<file path="config.mk">
export PLATFORM = sky130hd
export DESIGN_NAME = cache_bus_adapter
export DESIGN_NICKNAME = d
export VERILOG_FILES = /design/src/verilog/cache_bus_pkg.sv /design/src/verilog/cache_bus_adapter.sv /design/src/verilog/rtrn_assembler.sv /design/src/verilog/wb_master.sv /design/src/verilog/req_arbiter.sv /design/src/verilog/req_fifo.sv
export SDC_FILE = /design/constraint.sdc
export NUM_CORES = 1
export LEC_CHECK = 0
export BUFFER_PORTS_ARGS = -buffer_cell sky130_fd_sc_hd__buf_2
export CORE_MARGIN = 1.5
export CORE_UTILIZATION = 32
export CTS_CLUSTER_DIAMETER = 60
export DETAILED_ROUTE_END_ITERATION = 16
export SYNTH_ARGS = -nofsm -noshare
export SYNTH_HDL_FRONTEND = slang
export SYNTH_SLANG_ARGS = --single-unit
</file>
<file path="constraint.sdc">
create_clock -name clk_i -period 8.8 [get_ports clk_i]
set_clock_uncertainty 0.2 [all_clocks]
set_input_delay 0.44 -clock clk_i [delete_from_list [all_inputs] [get_ports clk_i]]
set_output_delay 0.44 -clock clk_i [all_outputs]
set_load 0.005 [all_outputs]
</file>
<file path="src/verilog/cache_bus_pkg.sv">
package cache_bus_pkg;

  // bus and line geometry
  localparam int unsigned ADDR_W         = 32;
  localparam int unsigned DATA_W         = 32;
  localparam int unsigned LINE_W         = 128;
  localparam int unsigned LINE_WORDS     = LINE_W / DATA_W;
  localparam int unsigned TID_W          = 4;
  localparam int unsigned REQ_FIFO_DEPTH = 2;
  // beat counter has to hold LINE_WORDS itself
  localparam int unsigned BEAT_W         = $clog2(LINE_WORDS + 1);
  localparam int unsigned SEL_W          = DATA_W / 8;

  typedef enum logic {SRC_ICACHE, SRC_DCACHE} src_e;
  typedef enum logic {DC_LOAD, DC_STORE} dcache_op_e;
  typedef enum logic {DC_LOAD_ACK, DC_STORE_ACK} dcache_ack_e;

  typedef struct packed {
    logic [ADDR_W-1:0] paddr;
    logic              nc;
    logic [TID_W-1:0]  tid;
  } icache_req_t;

  typedef struct packed {
    dcache_op_e        rtype;
    logic [ADDR_W-1:0] paddr;
    // 0 byte, 1 half, 2 word
    logic [1:0]        size;
    logic [DATA_W-1:0] data;
    logic [TID_W-1:0]  tid;
  } dcache_req_t;

  typedef struct packed {
    logic [TID_W-1:0]  tid;
    logic [LINE_W-1:0] data;
  } icache_rtrn_t;

  typedef struct packed {
    dcache_ack_e       rtype;
    logic [TID_W-1:0]  tid;
    logic [LINE_W-1:0] data;
  } dcache_rtrn_t;

  typedef struct packed {
    src_e              src;
    logic              we;
    logic [ADDR_W-1:0] addr;
    logic [SEL_W-1:0]  sel;
    logic [DATA_W-1:0] wdata;
    logic [BEAT_W-1:0] beats;
    logic [TID_W-1:0]  tid;
  } bus_cmd_t;

  // wishbone classic, master side
  typedef struct packed {
    logic              cyc;
    logic              stb;
    logic              we;
    logic [ADDR_W-1:0] adr;
    logic [SEL_W-1:0]  sel;
    logic [DATA_W-1:0] dat;
  } wb_req_t;

  typedef struct packed {
    logic              ack;
    logic [DATA_W-1:0] dat;
  } wb_rsp_t;

endpackage
</file>
<file path="src/verilog/cache_bus_adapter.sv">
`timescale 1ns/100ps

module cache_bus_adapter #(
  parameter int unsigned ReqFifoDepth = cache_bus_pkg::REQ_FIFO_DEPTH
) (
  input  logic                        clk_i,
  input  logic                        rst_ni,
  // instruction cache
  input  logic                        icache_req_i,
  output logic                        icache_ack_o,
  input  cache_bus_pkg::icache_req_t  icache_data_i,
  output logic                        icache_rtrn_vld_o,
  output cache_bus_pkg::icache_rtrn_t icache_rtrn_o,
  // data cache
  input  logic                        dcache_req_i,
  output logic                        dcache_ack_o,
  input  cache_bus_pkg::dcache_req_t  dcache_data_i,
  output logic                        dcache_rtrn_vld_o,
  output cache_bus_pkg::dcache_rtrn_t dcache_rtrn_o,
  // wishbone
  output cache_bus_pkg::wb_req_t      wb_o,
  input  cache_bus_pkg::wb_rsp_t      wb_i
);
  import cache_bus_pkg::*;

  icache_req_t       ic_head;
  dcache_req_t       dc_head;
  logic              ic_full;
  logic              ic_empty;
  logic              ic_pop;
  logic              dc_full;
  logic              dc_empty;
  logic              dc_pop;
  bus_cmd_t          cmd;
  logic              cmd_valid;
  logic              cmd_gnt;
  logic              beat_valid;
  logic [DATA_W-1:0] beat_data;
  logic              beat_last;
  src_e              beat_src;
  logic [TID_W-1:0]  beat_tid;

  ////////////////////////////////////////////////////////////
  // request queues
  ////////////////////////////////////////////////////////////

  assign icache_ack_o = icache_req_i & ~ic_full;
  assign dcache_ack_o = dcache_req_i & ~dc_full;

  req_fifo #(
    .Depth(ReqFifoDepth),
    .dtype(icache_req_t)
  ) i_icache_fifo (
    .clk_i  (clk_i),
    .rst_ni (rst_ni),
    .push_i (icache_ack_o),
    .data_i (icache_data_i),
    .full_o (ic_full),
    .pop_i  (ic_pop),
    .data_o (ic_head),
    .empty_o(ic_empty)
  );

  req_fifo #(
    .Depth(ReqFifoDepth),
    .dtype(dcache_req_t)
  ) i_dcache_fifo (
    .clk_i  (clk_i),
    .rst_ni (rst_ni),
    .push_i (dcache_ack_o),
    .data_i (dcache_data_i),
    .full_o (dc_full),
    .pop_i  (dc_pop),
    .data_o (dc_head),
    .empty_o(dc_empty)
  );

  ////////////////////////////////////////////////////////////
  // arbitration, bus and return path
  ////////////////////////////////////////////////////////////

  req_arbiter i_arbiter (
    .clk_i      (clk_i),
    .rst_ni     (rst_ni),
    .ic_head_i  (ic_head),
    .ic_empty_i (ic_empty),
    .ic_pop_o   (ic_pop),
    .dc_head_i  (dc_head),
    .dc_empty_i (dc_empty),
    .dc_pop_o   (dc_pop),
    .cmd_o      (cmd),
    .cmd_valid_o(cmd_valid),
    .cmd_gnt_i  (cmd_gnt)
  );

  wb_master i_wb_master (
    .clk_i       (clk_i),
    .rst_ni      (rst_ni),
    .cmd_i       (cmd),
    .cmd_valid_i (cmd_valid),
    .cmd_gnt_o   (cmd_gnt),
    .wb_o        (wb_o),
    .wb_i        (wb_i),
    .beat_valid_o(beat_valid),
    .beat_data_o (beat_data),
    .beat_last_o (beat_last),
    .beat_src_o  (beat_src),
    .beat_tid_o  (beat_tid)
  );

  // write direction comes straight off the active bus cycle
  rtrn_assembler i_rtrn (
    .clk_i            (clk_i),
    .rst_ni           (rst_ni),
    .beat_valid_i     (beat_valid),
    .beat_data_i      (beat_data),
    .beat_last_i      (beat_last),
    .beat_src_i       (beat_src),
    .beat_we_i        (wb_o.we),
    .beat_tid_i       (beat_tid),
    .icache_rtrn_vld_o(icache_rtrn_vld_o),
    .icache_rtrn_o    (icache_rtrn_o),
    .dcache_rtrn_vld_o(dcache_rtrn_vld_o),
    .dcache_rtrn_o    (dcache_rtrn_o)
  );

endmodule

</file>
<file path="src/verilog/rtrn_assembler.sv">
`timescale 1ns/100ps

module rtrn_assembler (
  input  logic                             clk_i,
  input  logic                             rst_ni,
  input  logic                             beat_valid_i,
  input  logic [cache_bus_pkg::DATA_W-1:0] beat_data_i,
  input  logic                             beat_last_i,
  input  cache_bus_pkg::src_e              beat_src_i,
  input  logic                             beat_we_i,
  input  logic [cache_bus_pkg::TID_W-1:0]  beat_tid_i,
  output logic                             icache_rtrn_vld_o,
  output cache_bus_pkg::icache_rtrn_t      icache_rtrn_o,
  output logic                             dcache_rtrn_vld_o,
  output cache_bus_pkg::dcache_rtrn_t      dcache_rtrn_o
);
  import cache_bus_pkg::*;

  logic [LINE_WORDS-1:0][DATA_W-1:0] line_d;
  logic [LINE_WORDS-1:0][DATA_W-1:0] line_q;
  logic                              first_q;
  logic                              rd_beat;
  logic                              ic_vld_q;
  logic                              dc_vld_q;
  logic [TID_W-1:0]                  tid_q;
  dcache_ack_e                       rtype_q;

  assign rd_beat = beat_valid_i & ~beat_we_i;

  // beats enter at the top word, so beat i ends up at word i
  always_comb begin : p_shift
    line_d = {beat_data_i, line_q[LINE_WORDS-1:1]};
    if (first_q && beat_last_i) begin
      // single-beat read goes to word 0, rest of the line is zero
      line_d    = '0;
      line_d[0] = beat_data_i;
    end
  end

  always_ff @(posedge clk_i or negedge rst_ni) begin : p_ctrl
    if (!rst_ni) begin
      first_q  <= 1'b1;
      ic_vld_q <= 1'b0;
      dc_vld_q <= 1'b0;
    end else begin
      if (rd_beat) begin
        first_q <= beat_last_i;
      end
      ic_vld_q <= beat_valid_i & beat_last_i & (beat_src_i == SRC_ICACHE);
      dc_vld_q <= beat_valid_i & beat_last_i & (beat_src_i == SRC_DCACHE);
    end
  end

  always_ff @(posedge clk_i) begin : p_payload
    if (rd_beat) begin
      line_q <= line_d;
    end
    if (beat_valid_i && beat_last_i) begin
      tid_q   <= beat_tid_i;
      rtype_q <= beat_we_i ? DC_STORE_ACK : DC_LOAD_ACK;
    end
  end

  // packets are only meaningful while their valid is up
  always_comb begin : p_out
    icache_rtrn_vld_o   = ic_vld_q;
    icache_rtrn_o.tid   = tid_q;
    icache_rtrn_o.data  = line_q;
    dcache_rtrn_vld_o   = dc_vld_q;
    dcache_rtrn_o.rtype = rtype_q;
    dcache_rtrn_o.tid   = tid_q;
    dcache_rtrn_o.data  = line_q;
  end

endmodule

</file>
<file path="src/verilog/wb_master.sv">
`timescale 1ns/100ps

module wb_master (
  input  logic                              clk_i,
  input  logic                              rst_ni,
  input  cache_bus_pkg::bus_cmd_t           cmd_i,
  input  logic                              cmd_valid_i,
  output logic                              cmd_gnt_o,
  output cache_bus_pkg::wb_req_t            wb_o,
  input  cache_bus_pkg::wb_rsp_t            wb_i,
  output logic                              beat_valid_o,
  output logic [cache_bus_pkg::DATA_W-1:0]  beat_data_o,
  output logic                              beat_last_o,
  output cache_bus_pkg::src_e               beat_src_o,
  output logic [cache_bus_pkg::TID_W-1:0]   beat_tid_o
);
  import cache_bus_pkg::*;

  typedef enum logic {IDLE, BUSY} state_e;

  state_e            state_q;
  logic [BEAT_W-1:0] cnt_q;
  logic [ADDR_W-1:0] adr_q;
  bus_cmd_t          cmd_q;
  logic              beat_ack;
  logic              last_beat;

  assign cmd_gnt_o = cmd_valid_i & (state_q == IDLE);
  assign beat_ack  = (state_q == BUSY) & wb_i.ack;
  assign last_beat = (cnt_q == BEAT_W'(1));

  ////////////////////////////////////////////////////////////
  // wishbone outputs
  ////////////////////////////////////////////////////////////

  // cyc and stb stay up across all beats of a fill
  always_comb begin : p_wb
    wb_o     = '0;
    wb_o.cyc = (state_q == BUSY);
    wb_o.stb = (state_q == BUSY);
    wb_o.we  = cmd_q.we;
    wb_o.adr = adr_q;
    wb_o.sel = cmd_q.sel;
    wb_o.dat = cmd_q.wdata;
  end

  // beat report towards the return stage
  assign beat_valid_o = beat_ack;
  assign beat_data_o  = wb_i.dat;
  assign beat_last_o  = last_beat;
  assign beat_src_o   = cmd_q.src;
  assign beat_tid_o   = cmd_q.tid;

  ////////////////////////////////////////////////////////////
  // FSM
  ////////////////////////////////////////////////////////////

  always_ff @(posedge clk_i or negedge rst_ni) begin : p_fsm
    if (!rst_ni) begin
      state_q <= IDLE;
      cnt_q   <= '0;
    end else begin
      unique case (state_q)
        IDLE: begin
          if (cmd_gnt_o) begin
            state_q <= BUSY;
            cnt_q   <= cmd_i.beats;
          end
        end
        BUSY: begin
          if (beat_ack) begin
            cnt_q <= cnt_q - 1'b1;
            if (last_beat) begin
              state_q <= IDLE;
            end
          end
        end
        default: state_q <= IDLE;
      endcase
    end
  end

  always_ff @(posedge clk_i) begin : p_payload
    if (cmd_gnt_o) begin
      cmd_q <= cmd_i;
      adr_q <= cmd_i.addr;
    end else if (beat_ack) begin
      // next word of the line
      adr_q <= adr_q + ADDR_W'(DATA_W / 8);
    end
  end

endmodule

</file>
<file path="src/verilog/req_arbiter.sv">
`timescale 1ns/100ps

module req_arbiter (
  input  logic                       clk_i,
  input  logic                       rst_ni,
  input  cache_bus_pkg::icache_req_t ic_head_i,
  input  logic                       ic_empty_i,
  output logic                       ic_pop_o,
  input  cache_bus_pkg::dcache_req_t dc_head_i,
  input  logic                       dc_empty_i,
  output logic                       dc_pop_o,
  output cache_bus_pkg::bus_cmd_t    cmd_o,
  output logic                       cmd_valid_o,
  input  logic                       cmd_gnt_i
);
  import cache_bus_pkg::*;

  localparam int unsigned LineOffW = $clog2(LINE_W / 8);
  localparam int unsigned WordOffW = $clog2(DATA_W / 8);

  src_e prio_q;
  src_e lock_src_q;
  src_e sel_src;
  logic lock_q;

  ////////////////////////////////////////////////////////////
  // port selection
  ////////////////////////////////////////////////////////////

  // a locked offer keeps its port until the master takes it
  always_comb begin : p_pick
    if (lock_q) begin
      sel_src = lock_src_q;
    end else if (!ic_empty_i && !dc_empty_i) begin
      sel_src = prio_q;
    end else if (!dc_empty_i) begin
      sel_src = SRC_DCACHE;
    end else begin
      sel_src = SRC_ICACHE;
    end
  end

  assign cmd_valid_o = lock_q | ~ic_empty_i | ~dc_empty_i;
  assign ic_pop_o    = cmd_gnt_i & (sel_src == SRC_ICACHE);
  assign dc_pop_o    = cmd_gnt_i & (sel_src == SRC_DCACHE);

  ////////////////////////////////////////////////////////////
  // command build
  ////////////////////////////////////////////////////////////

  always_comb begin : p_cmd
    cmd_o       = '0;
    cmd_o.src   = sel_src;
    cmd_o.sel   = '1;
    cmd_o.beats = BEAT_W'(1);
    if (sel_src == SRC_ICACHE) begin
      cmd_o.tid = ic_head_i.tid;
      if (ic_head_i.nc) begin
        cmd_o.addr = {ic_head_i.paddr[ADDR_W-1:WordOffW], {WordOffW{1'b0}}};
      end else begin
        // line fill starts at the aligned address
        cmd_o.addr  = {ic_head_i.paddr[ADDR_W-1:LineOffW], {LineOffW{1'b0}}};
        cmd_o.beats = BEAT_W'(LINE_WORDS);
      end
    end else begin
      cmd_o.tid  = dc_head_i.tid;
      cmd_o.addr = {dc_head_i.paddr[ADDR_W-1:WordOffW], {WordOffW{1'b0}}};
      if (dc_head_i.rtype == DC_STORE) begin
        // store data already sits in its byte lanes
        cmd_o.we    = 1'b1;
        cmd_o.wdata = dc_head_i.data;
        unique case (dc_head_i.size)
          2'b00: cmd_o.sel = SEL_W'(1) << dc_head_i.paddr[WordOffW-1:0];
          2'b01: cmd_o.sel = SEL_W'(3) << (dc_head_i.paddr[WordOffW-1:0] & ~WordOffW'(1));
          default: cmd_o.sel = '1;
        endcase
      end
    end
  end

  always_ff @(posedge clk_i or negedge rst_ni) begin : p_regs
    if (!rst_ni) begin
      prio_q     <= SRC_ICACHE;
      lock_q     <= 1'b0;
      lock_src_q <= SRC_ICACHE;
    end else begin
      if (cmd_gnt_i) begin
        lock_q <= 1'b0;
        // the other port wins the next tie
        prio_q <= (sel_src == SRC_ICACHE) ? SRC_DCACHE : SRC_ICACHE;
      end else if (cmd_valid_o) begin
        lock_q     <= 1'b1;
        lock_src_q <= sel_src;
      end
    end
  end

endmodule

</file>
<file path="src/verilog/req_fifo.sv">
`timescale 1ns/100ps

module req_fifo #(
  parameter int unsigned Depth = 2,
  parameter type dtype = logic
) (
  input  logic clk_i,
  input  logic rst_ni,
  input  logic push_i,
  input  dtype data_i,
  output logic full_o,
  input  logic pop_i,
  output dtype data_o,
  output logic empty_o
);

  localparam int unsigned PtrW = (Depth > 1) ? $clog2(Depth) : 1;
  localparam int unsigned CntW = $clog2(Depth + 1);

  dtype            mem_q [Depth];
  logic [PtrW-1:0] wr_ptr_q;
  logic [PtrW-1:0] rd_ptr_q;
  logic [CntW-1:0] cnt_q;

  assign full_o  = (cnt_q == CntW'(Depth));
  assign empty_o = (cnt_q == '0);
  assign data_o  = mem_q[rd_ptr_q];

  // pointers wrap at Depth, which need not be a power of two
  always_ff @(posedge clk_i or negedge rst_ni) begin : p_ctrl
    if (!rst_ni) begin
      wr_ptr_q <= '0;
      rd_ptr_q <= '0;
      cnt_q    <= '0;
    end else begin
      if (push_i) begin
        wr_ptr_q <= (wr_ptr_q == PtrW'(Depth - 1)) ? '0 : wr_ptr_q + 1'b1;
      end
      if (pop_i) begin
        rd_ptr_q <= (rd_ptr_q == PtrW'(Depth - 1)) ? '0 : rd_ptr_q + 1'b1;
      end
      if (push_i && !pop_i) begin
        cnt_q <= cnt_q + 1'b1;
      end else if (pop_i && !push_i) begin
        cnt_q <= cnt_q - 1'b1;
      end
    end
  end

  always_ff @(posedge clk_i) begin : p_mem
    if (push_i) begin
      mem_q[wr_ptr_q] <= data_i;
    end
  end

endmodule

</file>
==> impl_metrics.py, run 1 <==
metrics = {
    "yosys": {
        "yosysTopAreaCell": "edfxtp_1",
        "yosysMostFrequentCell": "edfxtp_1",
        "synth_ff_type": "edfxtp_1",
        "synth_edf_count": 417,
        "ys_seq_elements": 435,
        "yosysUniqueCellTypes": 53,
        "syn_inst": 1119,
        "synth_top_area_share": 0.698,
        "synthTopCellsByCount": "edfxtp_1 (417), buf_4 (140), and2_1 (100)",
        "syn_avg_cell_area_um2": 16.0,
        "ys_warn_count": 0,
        "ys_seq_area_frac": 0.723,
        "netlist_area_um2": 17900,
        "synth-async-reset-ratio": 0.0414,
        "yosys-top-cells-area": "edfxtp_1 (70%), buf_4 (5.9%), mux2i_1 (5.1%)",
    },
    "clock_tree": {
        "clock_path_buffers": 3,
        "clock_sink_count": 435,
        "cts_root_buffer": "clkbuf_16",
        "insertion_delay_ps": 590,
        "cts_tree": "done",
        "cts_buffers": 46,
        "cts_resized": 0,
        "cts_max_level": 2,
        "clk_pin_slew_ps": 60,
    },
    "power": {
        "p_leak_uw": 0.00890,
        "seqPwrFrac": 0.474,
        "pwr-share-comb": 0.231,
        "powerDensity_nw_per_um2": 295,
        "p_int_uw": 4760,
        "clock_power_share": 0.296,
        "p_sw_uw": 2070,
        "vdd_drop_max_mv": 0.173,
        "sw_frac_of_total": 0.303,
    },
    "run": {
        "max_cap_violations": 0,
    },
    "cells_and_area": {
        "multi_input_area_um2": 3690,
        "area_growth_pct": 28.9,
        "drive_gt1_frac": 0.382,
        "final_nets": 1765,
        "regArea_um2": 13000,
        "fin_util": 0.418,
        "final.fill_count": 5139,
    },
    "critical_path": {
        "ff2ff_setup_slack_ps": 4770,
        "critPathMaxFanout": 68,
        "worst_r2r_path_depth": 9,
        "startpoint": "i_wb_master.state_q$_DFF_PN0_",
        "critPathKind": "flip-flop to flip-flop",
        "r2r_start": "i_wb_master.state_q$_DFF_PN0_",
        "arrival_ps": 4330,
        "crit_required_ps": 9100,
        "worstReg2RegEnd": "i_icache_fifo.cnt_q[1]$_DFFE_PN0P_",
        "crit_end": "i_icache_fifo.cnt_q[1]$_DFFE_PN0P_",
        "crit_path_end_kind": "flip-flop",
        "cp-start-kind": "flip-flop",
    },
    "detailed_routing": {
        "first_iter_violations": 516,
        "antenna_left": 0,
        "drt_wl_total_mm": 46.9,
        "drc": 0,
        "viasPerCell": 4.48,
        "drtPass1Iterations": 5,
        "drt-wirelength-per-cell_um": 19.5,
        "vias": 10800,
    },
    "timing": {
        "setup_violations": 0,
        "slew_violations": 0,
        "relSlewSlack": 0.236,
        "fmax_ghz": 0.248,
        "layout_min_cycle_time_ps": 4030,
        "worstMarginPinSlew_ps": 1140,
        "grt_setup_unrepaired": "false",
        "hold_violations": 0,
        "timing.setup.tns_ps": 0,
        "fin_crit_sh": 0.458,
    },
    "global_routing": {
        "grt_overflow": 0,
        "grt_max_degree": 96,
        "grt_pass1_vias": 10600,
        "globalRouteTotalUtil": 0.156,
        "antenna_found_initial": 14,
        "grt_pass1_wl_mm": 66.6,
    },
    "place": {
        "place.port_buffers": 480,
        "post-dp-hpwl_mm": 31.7,
        "gp_congestion": 0.766,
    },
    "floorplanning": {
        "core_area_um2": 55300,
        "die_w_um": 240,
        "initial_core_util": 0.324,
        "io_pins": 485,
        "die_y_um": 240,
        "die_area_um2": 57500,
        "fp-row-count": 86,
    },
    "run_status": {
        "status": "complete, no violations",
    },
    "min_path": {
        "holdCritPathClass": "input pin to flip-flop",
    },
}
==> worst min-delay path by stage <==
stage / startpoint / endpoint / slack [ps] / cells after the start
detailed placement: rst_ni / i_dcache_fifo.cnt_q[0]$_DFFE_PN0P_ / 210 / 1
global route: wb_i[3] / i_rtrn.dcache_rtrn_o[99]$_SDFFCE_PN0P_ / 30 / 2
floorplan: rst_ni / i_arbiter.lock_q$_DFFE_PN0P_ / -60 / 0
CTS: wb_i[3] / i_rtrn.dcache_rtrn_o[99]$_SDFFCE_PN0P_ / 30 / 2
finish: wb_i[3] / i_rtrn.dcache_rtrn_o[99]$_SDFFCE_PN0P_ / 30 / 2
global placement: i_wb_master.beat_tid_o[0]$_DFFE_PP_ / i_rtrn.tid_q[0]$_DFFE_PN_ / 200 / 0
==> stage by stage <==
stage | area, um2 | power (uW) | cells | hold slack [ps] | worst slack [ps]
2_1_floorplan | 17900 | 4260 | 1120 | -55.6 | 1700
3_3_place_gp | 20100 | 4790 | 2176 | 204 | 4740
3_5_place_dp | 20100 | 4830 | 2176 | 206 | 4720
4_1_cts | 23100 | 6930 | 2399 | 25.6 | 4680
5_1_grt | 23100 | 7170 | 2404 | 33.9 | 4550
6_report | 23100 | 6830 | 2407 | 31.0 | 4770
==> registers in the layout, summed over array words and instances, names as in the netlist, 2 cells and up <==
register,count
i_dcache_fifo.mem_q,142
i_rtrn.dcache_rtrn_o,128
i_icache_fifo.mem_q,70
i_wb_master.wb_o,37
i_wb_master.adr_q,30
i_rtrn.tid_q,4
i_wb_master.beat_tid_o,4
i_wb_master.cnt_q,3
i_dcache_fifo.cnt_q,2
i_icache_fifo.cnt_q,2
==> logic make-up (layout without fill, tap and decap cells) <==
logic type | count (synthesis) | in the layout | share of synthesized area
compound gates | 75 | 75 | 0.0305
xor+xnor | 39 | 39 | 0.0190
fa+ha+maj | 5 | 5 | 0.00349
buf+inv | 197 | 728 | 0.0736
flops | 435 | 435 | 0.723
mux | 133 | 133 | 0.0771
other cells | 1 | 10 | 0.000209
simple gates | 234 | 234 | 0.0729
==> power groups by stage <==
stage	clock, uW	combinational, uW	sequential (uW)
2_1_floorplan	0	1080	3180
3_3_place_gp	0	1530	3260
3_5_place_dp	0	1560	3280
4_1_cts	2070	1610	3240
5_1_grt	2150	1730	3290
6_report	2020	1580	3240
==> what timing repair did <==
item	in CTS	in global routing
setup endpoints to repair	0	0
endpoints found under the hold margin	289	0
buffers inserted	0	0
hold buffers	139	0
==> per-layer routing <==
metal,share of wire,track usage,vias up
met5,0.00092,0,-
met4,0.034,0.0598,6
met3,0.061,0.0340,89
met2,0.52,0.285,401
met1,0.38,0.178,5303
li1,-,-,4987
==> worst max-delay path, stage by stage (launching register included) <==
cell and delay [ps]:
dfrtp_1 680, inv_1 290, nand2_1 380, inv_2 120, buf_4 710, nand2_2 670, ha_1 420, xor2_1 160
nor2_1 120, xnor2_1 140
==> layout by cell type (no fill, tap or decap), drive strengths merged, types with 13 or more instances in the layout <==
master,instances
and2,100
inv,18
dfrtp,17
mux2i,92
nand2,32
clkinv,18
xnor2,13
xor2,26
clkbuf,52
mux2,41
o21ai,26
nor2,49
buf,490
edfxtp,417
nand4,14
dlygate4sd3,139
==> layout make-up <==
cell class,count,area share
inverter,15,0.00249
clock buffer,52,0.0508
clock inverter,32,0.0171
tap,748,0.0405
multi-input combinational,488,0.160
sequential,435,0.561
antenna,8,0.000866
timing repair buffer,629,0.167
(Power assumes the default switching activity.)
==> inputs of run 2 (changes only) <==
- clock period: 8.8 -> 3.66 ns (I/O delays scaled with it)
==> run 2 against run 1 <==
First-iteration DRC count increased by 21%. Cell count increased by 0.62%. Worst setup slack got worse by 4000 ps. Die area unchanged. Critical path depth unchanged. Fmax increased by 40%. Register-to-register slack got worse by 4000 ps. Combinational power increased by 150%. Flip-flop and latch count unchanged. Via count decreased by 0.22%. Cell area increased by 1.1%. Highest routed layer unchanged.
==> impl_metrics.py, run 2 (synthesis results as in run 1) <==
metrics = {
    "detailed_routing": {
        "vias": 10800,
        "viasPerCell": 4.44,
        "antenna_left": 0,
        "drtPass1Iterations": 4,
        "drt-wirelength-per-cell_um": 19.4,
        "drt_wl_total_mm": 46.9,
        "first_iter_violations": 624,
        "drc": 0,
    },
    "global_routing": {
        "grt_pass1_wl_mm": 67.5,
        "grt_pass1_vias": 10900,
        "grt_max_degree": 95,
        "grt_overflow": 0,
        "antenna_found_initial": 11,
        "globalRouteTotalUtil": 0.159,
    },
    "cells_and_area": {
        "regMostFlops": "i_dcache_fifo.mem_q",
        "final_cell_mix": "buf_2 (480), edfxtp_1 (417), dlygate4sd3_1 (144)",
        "final_nets": 1781,
        "regArea_um2": 13000,
        "multi_input_area_um2": 3690,
        "fin_cells": 2422,
        "final_common_cell": "buf_2",
        "drive_gt1_frac": 0.387,
        "final.fill_count": 5111,
        "largest_reg_flops": 142,
        "area_growth_pct": 30.3,
    },
    "clock_tree": {
        "clk_pin_slew_ps": 60,
        "clock_path_buffers": 3,
        "cts_root_buffer": "clkbuf_16",
        "clock_sink_count": 435,
        "postCtsSetupBuffers": 0,
        "cts_max_level": 2,
        "cts_tree": "done",
        "cts_buffers": 48,
        "insertion_delay_ps": 610,
    },
    "power": {
        "p_leak_uw": 0.00901,
        "powerDensity_nw_per_um2": 709,
        "vdd_drop_max_mv": 0.474,
    },
    "floorplanning": {
        "die_y_um": 240,
        "die_area_um2": 57500,
        "io_pins": 485,
        "core_area_um2": 55300,
        "fp-row-count": 86,
        "die_w_um": 240,
        "initial_core_util": 0.324,
    },
    "run": {
        "max_cap_violations": 0,
    },
    "timing": {
        "grt_setup_unrepaired": "false",
        "timing.setup.tns_ps": 0,
        "layout_setup_ws_ps": 792,
        "slew_violations": 0,
        "setup_violations": 0,
        "hold_violations": 0,
        "holdWs_ps": 86.2,
        "relSlewSlack": 0.328,
        "layout_min_cycle_time_ps": 2870,
        "fmax_ghz": 0.349,
        "worstMarginPinSlew_ps": 1010,
        "fin_crit_sh": 0.784,
    },
    "critical_path": {
        "path_cells": "nor3_1 > nand2_1 > nand2_1 > clkinv_2 > nand2_2 > ha_1 > xor2_1 > nor2_1 > xnor2_1",
        "critPathKind": "flip-flop to flip-flop",
        "ff2ff_setup_slack_ps": 790,
        "critPathMaxFanout": 29,
        "cp-start-kind": "flip-flop",
        "slowest_delay_ps": 550,
        "crit_path_end_kind": "flip-flop",
        "crit_required_ps": 3900,
        "path_buf_inv": 1,
        "slowest_stage": "nand2_2",
        "crit_family": "simple AND/OR/NAND/NOR gates",
        "arrival_ps": 3100,
        "critical_path.most_common_cell": "nand2_1",
    },
    "min_path": {
        "holdCritPathClass": "input pin to flip-flop",
    },
    "run_status": {
        "status": "complete, no violations",
    },
    "place": {
        "post-dp-hpwl_mm": 32.6,
        "place_inst": 2185,
        "gp_congestion": 0.801,
        "place_ws_ps": 849,
        "place.port_buffers": 480,
    },
}
[run 2: worst reg2reg max path, cell delays in order, from the launching register on]
cell	delay (ps)
dfrtp_1	430
nor3_1	210
nand2_1	130
nand2_1	400
clkinv_2	130
nand2_2	550
ha_1	300
xor2_1	150
nor2_1	70
xnor2_1	120
[run 2: metrics by stage]
step           power [uW]  utilization  instance area (um2)
2_1_floorplan       10200            -                18000
3_3_place_gp        11600        0.367                20300
3_5_place_dp        11700        0.367                20300
4_1_cts             16800        0.422                23400
5_1_grt             17400        0.423                23400
6_report            16600        0.423                23400
[run 2: layout make-up]
class	instances	share of cell area
sequential	435	0.555
tap	748	0.0400
clock buffer	55	0.0525
antenna	3	0.000321
inverter	15	0.00252
multi-input combinational	488	0.158
clock inverter	35	0.0175
timing repair buffer	643	0.174
[run 2: where the power goes]
| group | switching [uW] | total, uW | leakage (uW) | internal (uW) |
|---|---|---|---|---|
| logic | 2180 | 3880 | 0.00412 | 1710 |
| registers | 779 | 7750 | 0.00411 | 6970 |
| clock network | 2060 | 4940 | 0.000780 | 2880 |
[run 2: what timing repair did]
action | 4_1_cts | 5_1_grt
endpoints found under the hold margin | 310 | 0
gates resized for setup | 0 | 0
hold buffers | 144 | 0
[run 2: path summary, 6_finish.rpt]
| check | endpoint | cells past startpoint | from |
|---|---|---|---|
| min | i_icache_fifo.mem_q[0][36]$_DFFE_PP_ | 2 | icache_data_i[36] |
| max in group asynchronous | i_dcache_fifo.rd_ptr_q$_DFFE_PN0P_ | 4 | rst_ni |
| max | i_icache_fifo.cnt_q[1]$_DFFE_PN0P_ | 9 | i_dcache_fifo.cnt_q[0]$_DFFE_PN0P_ |
| min in group asynchronous | i_rtrn.first_q$_DFFE_PN1P_ | 3 | rst_ni |
| max reg2reg | i_icache_fifo.cnt_q[1]$_DFFE_PN0P_ | 9 | i_dcache_fifo.cnt_q[0]$_DFFE_PN0P_ |
| min reg2reg | i_rtrn.tid_q[3]$_DFFE_PN_ | 0 | i_wb_master.beat_tid_o[3]$_DFFE_PP_ |
[run 2: layer usage]
layer / vias to the layer above / global-route usage / routed length (um)
li1: 5027 / - / -
met1: 5218 / 0.182 / 18000
met2: 417 / 0.281 / 23900
met3: 90 / 0.0370 / 3110
met4: 10 / 0.0666 / 1830
met5: - / 0 / 62
==> inputs of run 3 (changes only) <==
- ABC_AREA: not set -> 1
- clock period: 3.66 -> 2.55 ns (I/O delays scaled with it)
==> run 3 against run 2 <==
Register-to-register slack got worse by 330 ps. Largest cell class unchanged. Flip-flop and latch count did not move. Sequential power rose by 48%. Non-clock buffer count rose by 49. Worst setup slack got worse by 530 ps. Highest routed layer unchanged. Utilization rose by 0.40 points. Power rose by 60%. Die area rose by 3.5%. Cell area rose by 5.1%. Cell count rose by 19%. Clock power rose by 47%. Combinational power rose by 100%. Critical path type is now input pin to async pin.
==> impl_metrics.py, run 3 <==
metrics = {
    "run_status": {
        "status": "complete, no violations",
    },
    "power": {
        "vdd_drop_max_mv": 0.954,
        "powerDensity_nw_per_um2": 1080,
        "p_leak_uw": 0.0105,
    },
    "floorplanning": {
        "io_pins": 485,
        "core_area_um2": 57600,
        "die_w_um": 244,
        "die_area_um2": 59500,
        "initial_core_util": 0.323,
        "fp-row-count": 88,
        "die_y_um": 244,
    },
    "yosys": {
        "synth_edf_count": 417,
        "netlist_area_um2": 18600,
        "ys_seq_area_frac": 0.698,
        "synth-async-reset-ratio": 0.0414,
        "syn_inst": 1524,
        "ys_warn_count": 0,
        "yosys-top-cells-area": "edfxtp_1 (67%), nand2_1 (9.5%), buf_4 (5.7%)",
        "yosysMostFrequentCell": "nand2_1",
        "synth_ff_type": "edfxtp_1",
        "syn_avg_cell_area_um2": 12.2,
        "synthTopCellsByCount": "nand2_1 (469), edfxtp_1 (417), buf_4 (141)",
        "ys_seq_elements": 435,
        "synth_top_area_share": 0.674,
        "yosysUniqueCellTypes": 35,
        "yosysTopAreaCell": "edfxtp_1",
    },
    "critical_path": {
        "slowest_stage": "dlygate4sd3_1",
        "arrival_ps": 2590,
        "critical_path.most_common_cell": "dlygate4sd3_1",
        "slowest_delay_ps": 1190,
        "ff2ff_setup_slack_ps": 460,
        "startpoint": "rst_ni",
        "worst_r2r_path_depth": 10,
        "worstReg2RegEnd": "i_wb_master.adr_q[28]$_DFFE_PP_",
        "cp-start-kind": "input pin",
        "critPathKind": "input pin to async pin",
        "crit_required_ps": 2850,
        "path_buf_inv": 4,
        "r2r_start": "i_wb_master.adr_q[3]$_DFFE_PP_",
        "path_cells": "dlygate4sd3_1 > dlygate4sd3_1 > buf_2 > dlygate4sd3_1",
        "crit_end": "i_dcache_fifo.rd_ptr_q$_DFFE_PN0P_",
        "critical_path_depth": 4,
        "crit_path_end_kind": "async pin",
        "crit_family": "buffers and inverters",
        "critPathMaxFanout": 17,
    },
    "cells_and_area": {
        "regMostFlops": "i_dcache_fifo.mem_q",
        "final_nets": 2234,
        "final_cell_mix": "buf_2 (480), nand2_1 (468), edfxtp_1 (417)",
        "fin_area_um2": 24600,
        "area_growth_pct": 32.2,
        "largest_reg_flops": 142,
        "fin_cells": 2894,
        "final_common_cell": "buf_2",
        "drive_gt1_frac": 0.321,
    },
    "timing": {
        "relSlewSlack": 0.364,
        "worstMarginPinSlew_ps": 951,
        "setup_violations": 0,
        "fin_crit_sh": 0.896,
        "timing.setup.tns_ps": 0,
        "fmax_ghz": 0.438,
        "slew_violations": 0,
        "hold_violations": 0,
        "layout_min_cycle_time_ps": 2290,
        "grt_setup_unrepaired": "false",
        "holdWs_ps": 39.2,
    },
    "place": {
        "placed_area_um2": 21100,
        "post-dp-hpwl_mm": 37.5,
        "place_inst": 2618,
        "place.port_buffers": 480,
        "gp_congestion": 0.877,
    },
    "global_routing": {
        "grt_max_degree": 73,
        "globalRouteTotalUtil": 0.176,
        "grt_pass1_wl_mm": 78.4,
        "antenna_found_initial": 5,
        "grt_overflow": 0,
        "grt_pass1_vias": 12700,
    },
    "min_path": {
        "holdCritPathClass": "input pin to flip-flop",
        "whs_path_depth": 2,
    },
    "detailed_routing": {
        "drt-wirelength-per-cell_um": 18.5,
        "drc": 0,
        "drt_wl_total_mm": 53.6,
        "antenna_left": 0,
        "drtPass1Iterations": 4,
        "viasPerCell": 4.41,
        "vias": 12800,
        "first_iter_violations": 644,
    },
    "run": {
        "max_cap_violations": 0,
    },
    "clock_tree": {
        "clock_path_buffers": 3,
        "cts_tree": "done",
        "clk_pin_slew_ps": 60,
        "insertion_delay_ps": 620,
        "cts_buffers": 52,
        "cts_root_buffer": "clkbuf_16",
        "clock_sink_count": 435,
        "cts_max_level": 2,
    },
}
[run 3: per-stage QoR]
step                utilization  worst slack (ps)  power [uW]
floorplan                     -              -583       16200
global placement          0.366               522       19200
detailed placement        0.366               497       19300
CTS                       0.426               209       26900
global route              0.427              72.9       28100
finish                    0.427               265       26600
[run 3: layout make-up]
type	instances	area [um2]
tap	765	957
sequential	435	13000
multi-input combinational	764	3840
inverter	139	522
timing repair buffer	692	4560
fill	5280	33000
clock buffer	61	1360
antenna	3	7.51
clock inverter	35	348
[run 3: logic make-up after synthesis]
| group | after synthesis | share of synthesized area |
|---|---|---|
| AND/OR/NAND/NOR | 587 | 0.124 |
| flip-flops | 435 | 0.698 |
| buffers and inverters | 326 | 0.0984 |
| AO/OA/AOI/OAI | 92 | 0.0323 |
| multiplexers | 65 | 0.0372 |
| XOR/XNOR | 13 | 0.00613 |
| adder cells (fa/ha/maj) | 5 | 0.00337 |
| other | 1 | 0.000202 |
[run 3: what timing repair did]
item | in CTS | in global routing
hold endpoints to repair | 327 | 0
buffers inserted | 0 | 0
gates resized for setup | 0 | 0
hold buffers | 177 | 0
[run 3: layer usage]
layer  GRT usage  up-vias  part of all wire
li1            -     6080                 -
met1       0.195     6106              0.38
met3      0.0442       95             0.070
met2       0.317      488              0.51
met5           0        -           0.00022
met4      0.0786        2             0.040
[run 3: worst min-delay path by stage]
stage | from | slack [ps] | endpoint
2_1_floorplan | rst_ni | -370 | i_arbiter.lock_q$_DFFE_PN0P_
3_5_place_dp | rst_ni | -70 | i_icache_fifo.rd_ptr_q$_DFFE_PN0P_
4_1_cts | dcache_data_i[41] | 0.3 | i_dcache_fifo.mem_q[1][41]$_DFFE_PP_
5_1_grt | icache_data_i[31] | 20 | i_icache_fifo.mem_q[1][31]$_DFFE_PP_
6_report | dcache_data_i[33] | 40 | i_dcache_fifo.mem_q[1][33]$_DFFE_PP_
3_3_place_gp | rst_ni | -70 | i_icache_fifo.rd_ptr_q$_DFFE_PN0P_
[run 3: report_power, final]
group	internal, uW	switching, uW
Combinational	2870	4970
Clock	4170	3090
Sequential	10400	1130
